$ cat config.mk
export PLATFORM = sky130hd
export DESIGN_NAME = cache_subsystem
export DESIGN_NICKNAME = d
export VERILOG_FILES = /design/src/rtl/mem_pkg.sv /design/src/rtl/instr_cache.sv /design/src/rtl/data_cache.sv /design/src/rtl/mem_port_arbiter.sv /design/src/rtl/cache_subsystem.sv
export SDC_FILE = /design/constraint.sdc
export NUM_CORES = 1
export LEC_CHECK = 0
export BUFFER_PORTS_ARGS = -buffer_cell sky130_fd_sc_hd__clkbuf_2
export CAP_MARGIN = 25
export CORE_MARGIN = 2
export CORE_UTILIZATION = 60
export CTS_CLUSTER_SIZE = 16
export DETAILED_ROUTE_END_ITERATION = 8
export GPL_TIMING_DRIVEN = 0
export PLACE_DENSITY = 0.78
export SETUP_SLACK_MARGIN = 0.1
export SLEW_MARGIN = 40
export SYNTH_ARGS = -nofsm -noshare
export SYNTH_HDL_FRONTEND = slang
export SYNTH_SLANG_ARGS = --single-unit
$ cat constraint.sdc
create_clock -name clk -period 14.82 [get_ports clk]
set_clock_uncertainty 0.1 [all_clocks]
set_input_delay 0.741 -clock clk [delete_from_list [all_inputs] [get_ports clk]]
set_output_delay 0.741 -clock clk [all_outputs]
set_load 0.03 [all_outputs]
$ cat src/rtl/mem_pkg.sv
`default_nettype none

package mem_pkg;

	// word and address width
	localparam int WORD_W     = 16;
	localparam int LINE_WORDS = 4;
	localparam int OFFSET_W   = 2;
	localparam int INDEX_W    = 3;
	localparam int TAG_W      = 11;
	localparam int NUM_LINES  = 1 << INDEX_W;

	// address is tag | index | word offset
	localparam int INDEX_LSB = OFFSET_W;
	localparam int TAG_LSB   = OFFSET_W + INDEX_W;

	typedef logic [WORD_W-1:0]            word_t;
	typedef logic [LINE_WORDS*WORD_W-1:0] line_t;
	typedef logic [TAG_W-1:0]             tag_t;
	typedef logic [INDEX_W-1:0]           index_t;
	typedef logic [OFFSET_W-1:0]          offset_t;

	// read level held until the line comes back
	typedef struct packed {
		logic  read;
		word_t addr;
	} line_rd_req_t;

	// write level held until the ack
	typedef struct packed {
		logic  write;
		word_t addr;
		word_t data;
	} word_wr_req_t;

	typedef enum logic [1:0] {
		ST_IDLE,
		ST_LOOKUP,
		ST_REFILL,
		ST_WRITE
	} cache_state_e;

	function automatic tag_t addr_tag(word_t addr);
		return addr[TAG_LSB +: TAG_W];
	endfunction

	function automatic index_t addr_index(word_t addr);
		return addr[INDEX_LSB +: INDEX_W];
	endfunction

	function automatic offset_t addr_offset(word_t addr);
		return addr[OFFSET_W-1:0];
	endfunction

	// first word of the line holding addr
	function automatic word_t line_base(word_t addr);
		return {addr[WORD_W-1:OFFSET_W], {OFFSET_W{1'b0}}};
	endfunction

	// word 0 sits in the low bits
	function automatic word_t line_word(line_t line, offset_t off);
		return line[off*WORD_W +: WORD_W];
	endfunction

	function automatic line_t line_merge(line_t line, offset_t off, word_t data);
		line_t merged;
		merged = line;
		merged[off*WORD_W +: WORD_W] = data;
		return merged;
	endfunction

endpackage

`default_nettype wire

$ cat src/rtl/instr_cache.sv
`timescale 1ns/1ps
`default_nettype none

module instr_cache (
	input  wire                          clk,
	input  wire                          i_rst_n,
	input  wire                          i_fetch_read,
	input  wire mem_pkg::word_t          i_fetch_addr,
	output logic                         o_fetch_ready,
	output mem_pkg::word_t               o_fetch_data,
	output mem_pkg::line_rd_req_t        o_line_req,
	input  wire                          i_line_ready,
	input  wire mem_pkg::line_t          i_line
);

	import mem_pkg::*;

	cache_state_e         state;
	word_t                req_addr;
	logic [NUM_LINES-1:0] valid;
	tag_t                 tags  [NUM_LINES];
	line_t                lines [NUM_LINES];

	index_t               req_index;
	logic                 hit;

	assign req_index = addr_index(req_addr);
	assign hit       = valid[req_index] && (tags[req_index] == addr_tag(req_addr));

	// control FSM, ready is a one-cycle pulse
	always_ff @(posedge clk or negedge i_rst_n) begin
		if (!i_rst_n) begin
			state         <= ST_IDLE;
			valid         <= '0;
			o_fetch_ready <= 1'b0;
			o_line_req    <= '0;
		end else begin
			o_fetch_ready <= 1'b0;
			case (state)
				ST_IDLE: begin
					if (i_fetch_read) begin
						state <= ST_LOOKUP;
					end
				end
				ST_LOOKUP: begin
					if (hit) begin
						o_fetch_ready <= 1'b1;
						state         <= ST_IDLE;
					end else begin
						// miss, fetch the whole aligned line
						o_line_req <= '{read: 1'b1, addr: line_base(req_addr)};
						state      <= ST_REFILL;
					end
				end
				ST_REFILL: begin
					if (i_line_ready) begin
						o_line_req.read  <= 1'b0;
						valid[req_index] <= 1'b1;
						o_fetch_ready    <= 1'b1;
						state            <= ST_IDLE;
					end
				end
				default: begin
					state <= ST_IDLE;
				end
			endcase
		end
	end

	// address latch, line storage and returned word
	always_ff @(posedge clk) begin
		if (state == ST_IDLE && i_fetch_read) begin
			req_addr <= i_fetch_addr;
		end
		if (state == ST_LOOKUP && hit) begin
			o_fetch_data <= line_word(lines[req_index], addr_offset(req_addr));
		end
		if (state == ST_REFILL && i_line_ready) begin
			lines[req_index] <= i_line;
			tags[req_index]  <= addr_tag(req_addr);
			// answer straight from the incoming line
			o_fetch_data     <= line_word(i_line, addr_offset(req_addr));
		end
	end

	// a ready pulse always answers a fetch that was held through the lookup
	a_ready_has_fetch: assert property (@(posedge clk) disable iff (!i_rst_n)
		o_fetch_ready |-> $past(i_fetch_read));

endmodule

`default_nettype wire

$ cat src/rtl/data_cache.sv
`timescale 1ns/1ps
`default_nettype none

module data_cache (
	input  wire                          clk,
	input  wire                          i_rst_n,
	input  wire                          i_data_read,
	input  wire                          i_data_write,
	input  wire mem_pkg::word_t          i_data_addr,
	input  wire mem_pkg::word_t          i_data_wdata,
	output logic                         o_data_ready,
	output mem_pkg::word_t               o_data_rdata,
	output logic                         o_data_ack,
	output mem_pkg::line_rd_req_t        o_line_req,
	input  wire                          i_line_ready,
	input  wire mem_pkg::line_t          i_line,
	output mem_pkg::word_wr_req_t        o_wr_req,
	input  wire                          i_wr_ack
);

	import mem_pkg::*;

	cache_state_e         state;
	word_t                req_addr;
	word_t                req_wdata;
	logic                 req_write;
	logic [NUM_LINES-1:0] valid;
	tag_t                 tags  [NUM_LINES];
	line_t                lines [NUM_LINES];

	index_t               req_index;
	offset_t              req_offset;
	logic                 hit;

	assign req_index  = addr_index(req_addr);
	assign req_offset = addr_offset(req_addr);
	assign hit        = valid[req_index] && (tags[req_index] == addr_tag(req_addr));

	always_ff @(posedge clk or negedge i_rst_n) begin
		if (!i_rst_n) begin
			state        <= ST_IDLE;
			valid        <= '0;
			o_data_ready <= 1'b0;
			o_data_ack   <= 1'b0;
			o_line_req   <= '0;
			o_wr_req     <= '0;
		end else begin
			o_data_ready <= 1'b0;
			o_data_ack   <= 1'b0;
			case (state)
				ST_IDLE: begin
					if (i_data_read || i_data_write) begin
						state <= ST_LOOKUP;
					end
				end
				ST_LOOKUP: begin
					if (req_write) begin
						// write-through, hit or miss
						o_wr_req <= '{write: 1'b1, addr: req_addr, data: req_wdata};
						state    <= ST_WRITE;
					end else if (hit) begin
						o_data_ready <= 1'b1;
						state        <= ST_IDLE;
					end else begin
						o_line_req <= '{read: 1'b1, addr: line_base(req_addr)};
						state      <= ST_REFILL;
					end
				end
				ST_REFILL: begin
					if (i_line_ready) begin
						o_line_req.read  <= 1'b0;
						valid[req_index] <= 1'b1;
						o_data_ready     <= 1'b1;
						state            <= ST_IDLE;
					end
				end
				ST_WRITE: begin
					// ack only once memory has taken the word
					if (i_wr_ack) begin
						o_wr_req.write <= 1'b0;
						o_data_ack     <= 1'b1;
						state          <= ST_IDLE;
					end
				end
				default: begin
					state <= ST_IDLE;
				end
			endcase
		end
	end

	always_ff @(posedge clk) begin
		if (state == ST_IDLE && (i_data_read || i_data_write)) begin
			req_addr  <= i_data_addr;
			req_wdata <= i_data_wdata;
			req_write <= i_data_write;
		end
		if (state == ST_LOOKUP && hit) begin
			if (req_write) begin
				// keep the cached copy in step with memory
				lines[req_index] <= line_merge(lines[req_index], req_offset, req_wdata);
			end else begin
				o_data_rdata <= line_word(lines[req_index], req_offset);
			end
		end
		if (state == ST_REFILL && i_line_ready) begin
			lines[req_index] <= i_line;
			tags[req_index]  <= addr_tag(req_addr);
			o_data_rdata     <= line_word(i_line, req_offset);
		end
	end

	// one request in flight, so a refill and a write never overlap
	a_one_port_busy: assert property (@(posedge clk) disable iff (!i_rst_n)
		!(o_line_req.read && o_wr_req.write));

endmodule

`default_nettype wire

$ cat src/rtl/mem_port_arbiter.sv
`timescale 1ns/1ps
`default_nettype none

module mem_port_arbiter (
	input  wire                          clk,
	input  wire                          i_rst_n,
	input  wire mem_pkg::line_rd_req_t   i_icache_req,
	input  wire mem_pkg::line_rd_req_t   i_dcache_req,
	output logic                         o_icache_ready,
	output logic                         o_dcache_ready,
	output mem_pkg::line_t               o_line,
	input  wire mem_pkg::word_wr_req_t   i_wr_req,
	output logic                         o_wr_ack,
	output mem_pkg::line_rd_req_t        o_mem1_req,
	input  wire                          i_mem1_ready,
	input  wire mem_pkg::line_t          i_mem1_line,
	output mem_pkg::word_wr_req_t        o_mem2_req,
	input  wire                          i_mem2_ack,
	input  wire                          i_bus_request,
	output logic                         o_bus_grant
);

	import mem_pkg::*;

	logic owner_icache;
	logic icache_want;
	logic dcache_want;
	logic wr_want;

	// while its ready pulse is out a cache still shows the old request
	assign icache_want = i_icache_req.read && !o_icache_ready;
	assign dcache_want = i_dcache_req.read && !o_dcache_ready;
	// a pending bus request blocks new writes before the grant is up
	assign wr_want     = i_wr_req.write && !o_wr_ack && !o_bus_grant && !i_bus_request;

	// port 1, line reads
	always_ff @(posedge clk or negedge i_rst_n) begin
		if (!i_rst_n) begin
			o_mem1_req     <= '0;
			owner_icache   <= 1'b0;
			o_icache_ready <= 1'b0;
			o_dcache_ready <= 1'b0;
		end else begin
			o_icache_ready <= 1'b0;
			o_dcache_ready <= 1'b0;
			if (o_mem1_req.read) begin
				// owner keeps the port until its line returns
				if (i_mem1_ready) begin
					o_mem1_req.read <= 1'b0;
					o_icache_ready  <= owner_icache;
					o_dcache_ready  <= !owner_icache;
				end
			end else if (icache_want) begin
				o_mem1_req   <= i_icache_req;
				owner_icache <= 1'b1;
			end else if (dcache_want) begin
				o_mem1_req   <= i_dcache_req;
				owner_icache <= 1'b0;
			end
		end
	end

	always_ff @(posedge clk) begin
		if (o_mem1_req.read && i_mem1_ready) begin
			o_line <= i_mem1_line;
		end
	end

	// port 2 writes and the DMA bus grant
	always_ff @(posedge clk or negedge i_rst_n) begin
		if (!i_rst_n) begin
			o_mem2_req  <= '0;
			o_wr_ack    <= 1'b0;
			o_bus_grant <= 1'b0;
		end else begin
			o_wr_ack <= 1'b0;
			if (o_mem2_req.write) begin
				if (i_mem2_ack) begin
					o_mem2_req.write <= 1'b0;
					o_wr_ack         <= 1'b1;
				end
			end else if (wr_want) begin
				o_mem2_req <= i_wr_req;
			end

			if (o_bus_grant) begin
				if (!i_bus_request) begin
					o_bus_grant <= 1'b0;
				end
			end else if (i_bus_request && !o_mem2_req.write) begin
				o_bus_grant <= 1'b1;
			end
		end
	end

	a_grant_excludes_write: assert property (@(posedge clk) disable iff (!i_rst_n)
		!(o_bus_grant && o_mem2_req.write));

	// owner is fixed for the whole line read
	a_owner_held: assert property (@(posedge clk) disable iff (!i_rst_n)
		o_mem1_req.read |=> $stable(owner_icache));

endmodule

`default_nettype wire

$ cat src/rtl/cache_subsystem.sv
`timescale 1ns/1ps
`default_nettype none

module cache_subsystem (
	input  wire                          clk,
	input  wire                          i_rst_n,
	// processor fetch port
	input  wire                          i_fetch_read,
	input  wire mem_pkg::word_t          i_fetch_addr,
	output logic                         o_fetch_ready,
	output mem_pkg::word_t               o_fetch_data,
	// processor data port
	input  wire                          i_data_read,
	input  wire                          i_data_write,
	input  wire mem_pkg::word_t          i_data_addr,
	input  wire mem_pkg::word_t          i_data_wdata,
	output logic                         o_data_ready,
	output mem_pkg::word_t               o_data_rdata,
	output logic                         o_data_ack,
	// memory port 1, line reads
	output mem_pkg::line_rd_req_t        o_mem1_req,
	input  wire                          i_mem1_ready,
	input  wire mem_pkg::line_t          i_mem1_line,
	// memory port 2, word writes
	output mem_pkg::word_wr_req_t        o_mem2_req,
	input  wire                          i_mem2_ack,
	// DMA bus handshake
	input  wire                          i_bus_request,
	output logic                         o_bus_grant
);

	import mem_pkg::*;

	line_rd_req_t icache_line_req;
	line_rd_req_t dcache_line_req;
	logic         icache_line_ready;
	logic         dcache_line_ready;
	line_t        refill_line;
	word_wr_req_t dcache_wr_req;
	logic         dcache_wr_ack;

	instr_cache u_instr_cache (
		.clk           (clk),
		.i_rst_n       (i_rst_n),
		.i_fetch_read  (i_fetch_read),
		.i_fetch_addr  (i_fetch_addr),
		.o_fetch_ready (o_fetch_ready),
		.o_fetch_data  (o_fetch_data),
		.o_line_req    (icache_line_req),
		.i_line_ready  (icache_line_ready),
		.i_line        (refill_line)
	);

	data_cache u_data_cache (
		.clk          (clk),
		.i_rst_n      (i_rst_n),
		.i_data_read  (i_data_read),
		.i_data_write (i_data_write),
		.i_data_addr  (i_data_addr),
		.i_data_wdata (i_data_wdata),
		.o_data_ready (o_data_ready),
		.o_data_rdata (o_data_rdata),
		.o_data_ack   (o_data_ack),
		.o_line_req   (dcache_line_req),
		.i_line_ready (dcache_line_ready),
		.i_line       (refill_line),
		.o_wr_req     (dcache_wr_req),
		.i_wr_ack     (dcache_wr_ack)
	);

	// both caches refill from the same registered line
	mem_port_arbiter u_mem_port_arbiter (
		.clk            (clk),
		.i_rst_n        (i_rst_n),
		.i_icache_req   (icache_line_req),
		.i_dcache_req   (dcache_line_req),
		.o_icache_ready (icache_line_ready),
		.o_dcache_ready (dcache_line_ready),
		.o_line         (refill_line),
		.i_wr_req       (dcache_wr_req),
		.o_wr_ack       (dcache_wr_ack),
		.o_mem1_req     (o_mem1_req),
		.i_mem1_ready   (i_mem1_ready),
		.i_mem1_line    (i_mem1_line),
		.o_mem2_req     (o_mem2_req),
		.i_mem2_ack     (i_mem2_ack),
		.i_bus_request  (i_bus_request),
		.o_bus_grant    (o_bus_grant)
	);

endmodule

`default_nettype wire

After elaboration in Yosys (flattened, before gate mapping)
Memory sizes are Yosys's and may differ from the RTL's. A register that Yosys moved wholly into a read port is not among the register bits.
Cells that the tools add are included.
{ "classes": {"add_sub_neg": 1, "n_lt_le_gt_ge": 4, "n_eq_ne": 17, "shifts": 6, "muxes": 73, "bitwise": 8, "n_reduce_logical": 46} }
{ "ops": {"columns": ["op", "count"], "rows": [
  ["variable part select 64 x 7 -> 16 bit", 4],
  ["two-way mux 17 bit", 5],
  ["two-way mux 16 bit", 5],
  ["two-way mux 33 bit", 2],
  ["bitwise mux 64 bit", 1],
  ["two-way mux 64 bit", 1],
  ["variable shift 16 x 34 -> 64 bit, first input constant", 1],
  ["variable part select 16 x 34 -> 64 bit", 1],
  ["two-way mux 1 bit", 36],
  ["negation 6 -> 34 bit", 1],
  ["equality test 11 bit", 2],
  ["logical AND 1 bit", 17],
  ["two-way mux 2 bit", 8],
  ["OR 8 bit", 2],
  ["AND reduction 2 bit", 8],
  ["two-way mux 3 bit", 4],
  ["AND reduction 3 bit", 4],
  ["nonzero test 2 bit", 6],
  ["inequality test 2 x 1 -> 1 bit, second input constant", 5],
  ["inequality test 2 bit, second input constant", 5],
  ["one-hot mux 1 bit (2 select lines)", 5],
  ["< comparator 3 x 4 -> 1 bit, second input constant", 2],
  ["one-hot mux 2 bit (4 select lines)", 1],
  ["logical NOT 1 bit", 7],
  ["other kinds (11)", 22]
]} }
{ "word_totals": {"ff_bits": 286, "mem_bits_rw": 1200, "in_bits": 120, "output_inout_bits": 86, "elab_cells": 190, "mem_count": 4} }
{ "memory_table": {"columns": ["name", "depth", "word_bits", "rd", "rd_ports_with_merged_regs", "wr", "line_no", "source"], "rows": [
  ["u_data_cache.lines", 8, 64, 1, 1, 1, "data_cache.sv:29", "line_t lines [NUM_LINES];"],
  ["u_instr_cache.lines", 8, 64, 1, 1, 1, "instr_cache.sv:22", "line_t lines [NUM_LINES];"],
  ["u_data_cache.tags", 8, 11, 1, 1, 1, "data_cache.sv:28", "tag_t tags [NUM_LINES];"],
  ["u_instr_cache.tags", 8, 11, 1, 1, 1, "instr_cache.sv:21", "tag_t tags [NUM_LINES];"]
]} }

Depth between registers and ports, before layout
{ "logic_depth": {"ltp_word": 7, "depth_mapped": 11, "depth_no_buf": 8} }

Hierarchy
Synthesis repeated with hierarchy kept, for this count alone.
{ "unflattened": {"hier_cells": 2868, "area_unflattened_um2": 58755.1} }
{ "modules_own_cells": {"columns": ["module", "n_inst", "cells_each", "area_each_um2", "seq_area_each_um2"], "rows": [
  ["data_cache", 1, 1545, 28828.9, 21050.2],
  ["instr_cache", 1, 1095, 25698.4, 19688.9],
  ["mem_port_arbiter", 1, 228, 4227.8, 3298.2]
]} }

Least setup slack after synthesis
Ideal clock, no wire load.
{ "synth_path": {"path_type": "reg-to-reg", "from": "register u_instr_cache.state[0]", "to": "register u_instr_cache.valid[4]", "setup_ns": 0.113, "arrival_time_ns": 9.360, "t_required_ns": 14.607, "slack_ns": 5.246, "stages_incl_launch_ff": 6, "path_buffers": 0, "period_less_slack_ns": 9.574, "path_cell_list": "dfrtp_1 -> inv_1 -> ha_1 -> nand2_1 -> nor4b_1 -> or2_2"} }
{ "synth_between": {"elab_chain_len": 2} }
{ "synth_lines": {"columns": ["element", "line_no", "source"], "rows": [
  ["start: declaration", "instr_cache.sv:18", "cache_state_e state;"],
  ["start signal: assignment", "instr_cache.sv:33", "state <= ST_IDLE;"],
  ["start signal: assignment", "instr_cache.sv:42", "state <= ST_LOOKUP;"],
  ["start signal: assignment", "instr_cache.sv:48", "state <= ST_IDLE;"],
  ["equality test 2 bit", "instr_cache.sv:39", "case (state)"],
  ["AND reduction 2 bit (no source line)", null, null],
  ["end signal: assignment", "instr_cache.sv:34", "valid <= '0;"],
  ["end signal: indexed assignment", "instr_cache.sv:58", "valid[req_index] <= 1'b1;"],
  ["end: declaration", "instr_cache.sv:20", "logic [NUM_LINES-1:0] valid;"]
]} }
Every way passes these cells.
A chain may end at the register's enable or synchronous reset.

==> results_dict.tcl <==
set metrics [dict create \
    final_cell_mix "1,345 x edfxtp_1, 348 x mux4_2, 214 x clkbuf_2, 151 x clkbuf_16, 150 x nand2_1" \
    cp_common_cell "buf_4" \
    fin_nets 3491 \
    first_pass_iters 8 \
    status "complete, no violations" \
    synth_cell_types 57 \
    reg2regPathDepth 15 \
    dieHeight_um 315 \
    leakagePower_nw 23.2 \
    total_power_w 0.0116 \
    ys_ff_latch 1490 \
    io_buffer_count 203 \
    synth_top_area_cell "edfxtp_1" \
    hold_start "i_data_addr[15]" \
    synthToLayoutAreaGrowth_pct 15.8 \
    vias_per_cell 6.74 \
    cts_buffers 146 \
    cts.clk_slew.worst_paths_ns 0.06 \
    ant_nets 0 \
    critPathRequiredTime_ns 15.18 \
    post-route-min-period_ns 5.13 \
    grt_start_max_net_pins 71 \
    vias 32045 \
    synthFlopType "edfxtp_1" \
    final_max_slew_viol_count 0 \
    crit_arrival_ns 5.48 \
    route.detailed.wl_per_inst_um 33.5 \
    worst_slack_ns 9.69 \
    drv_cap 0 \
    root_buffer "clkbuf_16" \
    place_area_um2 62600 \
    cts_tree "built" \
    tightest_slew_ns 0.920 \
    routed_wl_um 159000 \
    synth_edf_count 1345 \
    startpoint_type "register" \
    synth_area_per_cell_um2 20.7 \
    seq_area_frac_synth_pct 75.6 \
    cts_resized 0 \
    drc 0 \
    r2r-end "u_data_cache.lines[0][30]" \
    fillers 5726 \
    yosysWarnings 0 \
    grt_pass1_vias 32411 \
    tns_ns 0 \
    hold_depth 1 \
    synthArstFlopShare_pct 9.33 \
    h-tree-depth 4 \
    hold-path-endpoint "u_data_cache.req_addr[15]" \
    post-dp-hpwl_um 109000 \
    row_count 114 \
    rsz0062_at_grt "false" \
    cp_slowest_cell "nor3_2" \
    dieWidth_um 315 \
    finalHoldViolations 0 \
    finalCoreUtilization_pct 69.8 \
    powerDensity_nw_per_um2 172 \
    clk_latency_ns 0.76 \
    r2r_slack_ns 9.69 \
    synthCells 2814 \
    cp-end-kind "register" \
    numClockSinks 1490 \
    fmax_mhz 195 \
    preCtsSetupSlack_ns 9.94 \
    clockBufferDepth 3 \
    grt_usage_pct 32.6 \
    num_io_pins 206 \
    fin_area_um2 67300 \
    antenna_found_initial 12 \
    post_cts_buffers 0 \
    final_common_cell "edfxtp_1" \
    cp_slowest_stage_delay_ns 0.51 \
    grt_pass1_wl_um 228000 \
    dieArea_um2 99400 \
    crit_chain "buf_4, buf_4, buf_6, mux4_2, mux2i_1, xor2_1, o2111ai_1, or3_1, o22a_1, nor3_2, buf_2, buf_2, buf_2, buf_4, buf_4" \
    period_share_pct 34.6 \
    ir_drop_v 0.000171 \
    critPathKind "reg2reg" \
    drt_iter0_drc 4796 \
    slew_headroom_pct 38.7 \
    hp-class "in2reg" \
    place.gp.congestion 0.990 \
    setup_viol 0 \
    final_layout_size_suffix_gt1_share_pct 34.4 \
    crit_path_max_fanout 10 \
    syn_area_um2 58200 \
    synth.area.top_cells "edfxtp_1 69%, mux4_2 13%, dfrtp_1 6.0%, mux2_2 2.5%, mux2i_1 1.0%" \
    core-area_um2 96400 \
    synth_top_area_share_pct 69.4 \
    overflow 0 \
    initial_core_util_pct 60.3 \
    num_antenna_cells 0 \
]
metal layers:
metal | vias to the layer above | share of wire, % | track usage [%]
met2 | 2290 | 48 | 51.3
met1 | 16696 | 36 | 44.6
met3 | 427 | 11 | 7.95
met5 | - | 0.027 | 0
li1 | 12626 | - | -
met4 | 6 | 4.4 | 13.7
kinds of logic (layout without fill, tap and decap cells):
family                     after synthesis  after routing  share of synthesized area [%]
AOI/OAI and AO/OA                      270            270                           2.94
adders and majority gates               12             12                          0.258
other                                    1              2                        0.00645
muxes                                  555            555                           17.4
xor gates and xnor gates                21             21                          0.316
buffers and inverters                  174            837                           1.28
and+or+nand+nor                        291            291                           2.21
DFF                                   1490           1490                           75.6
registers in the layout, summed over array words and instances (netlist names), 33 cells and up, named ones only:
register	flops
u_data_cache.lines	512
u_instr_cache.lines	512
u_data_cache.tags	88
u_instr_cache.tags	88
u_mem_port_arbiter.o_line	64
u_data_cache.o_wr_req	33
u_mem_port_arbiter.o_mem2_req	33
repair_timing:
item / in CTS / in global routing
endpoints found under the hold margin: 69 / 0
setup endpoints to repair: 0 / 0
hold buffers: 1 / 0
per-stage QoR:
| stage | cells | hold WS (ns) |
|---|---|---|
| floorplan | 2815 | 0.311 |
| global placement | 4294 | 0.346 |
| detailed placement | 4484 | 0.352 |
| CTS | 4752 | 0.0162 |
| global route | 4754 | 0.0357 |
| finish | 4754 | 0.0548 |
Yosys cell counts (3+ instances only):
| library cell | instances |
|---|---|
| a211oi_1 | 16 |
| a21oi_1 | 83 |
| a22oi_1 | 32 |
| a32o_1 | 16 |
| and2_1 | 5 |
| and3_1 | 3 |
| buf_1 | 30 |
| buf_2 | 25 |
| buf_4 | 4 |
| buf_6 | 6 |
| clkbuf_1 | 92 |
| dfrtp_1 | 139 |
| dfxtp_1 | 6 |
| edfxtp_1 | 1345 |
| ha_1 | 12 |
| inv_1 | 16 |
| mux2_1 | 19 |
| mux2_2 | 127 |
| mux2i_1 | 61 |
| mux4_2 | 348 |
| nand2_1 | 151 |
| nand2b_1 | 4 |
| nand3_1 | 5 |
| nor2_1 | 67 |
| nor2b_1 | 9 |
| nor3_1 | 10 |
| nor4_1 | 6 |
| o211ai_1 | 34 |
| o21ai_0 | 71 |
| or2_2 | 16 |
| xnor2_1 | 14 |
| xor2_1 | 7 |
worst max-delay path, delay by kind of cell (launching register included):
kind / cells / cell delay (ns)
buffers and inverters: 8 / 1.90
DFF: 1 / 0.32
and+or+nand+nor: 2 / 1.01
AOI/OAI and AO/OA: 2 / 0.73
muxes: 2 / 0.51
xor gates and xnor gates: 1 / 0.24
power breakdown:
| group | internal, W | total, W | switching [W] |
|---|---|---|---|
| Clock | 0.00206 | 0.00364 | 0.00158 |
| Sequential | 0.00524 | 0.00559 | 0.000354 |
| Combinational | 0.000860 | 0.00236 | 0.00150 |
| Total | 0.00816 | 0.0116 | 0.00343 |
cell type report:
type | instances | area [um2] | area share, %
inverters | 17 | 63.8 | 0.0948
well taps | 1276 | 1600 | 2.37
repair buffers | 396 | 2710 | 4.02
multi-input cells | 1151 | 13600 | 20.2
clock inverters | 80 | 704 | 1.05
clock buffers | 187 | 3960 | 5.89
plain buffers | 157 | 713 | 1.06
flip-flops and latches | 1490 | 44000 | 65.3
worst max-delay path by stage:
stage	endpoint	slack [ns]	cells past startpoint
after floorplan	u_instr_cache.valid[4]	5.25	5
after global placement	u_instr_cache.valid[2]	-2.44	5
after detailed placement	u_data_cache.lines[0][1]	9.94	15
after CTS	u_data_cache.lines[0][2]	9.82	15
after global routing	u_data_cache.lines[0][3]	9.60	15
final	u_data_cache.lines[0][30]	9.69	15
No activity file was read; power rests on OpenSTA's default activity.
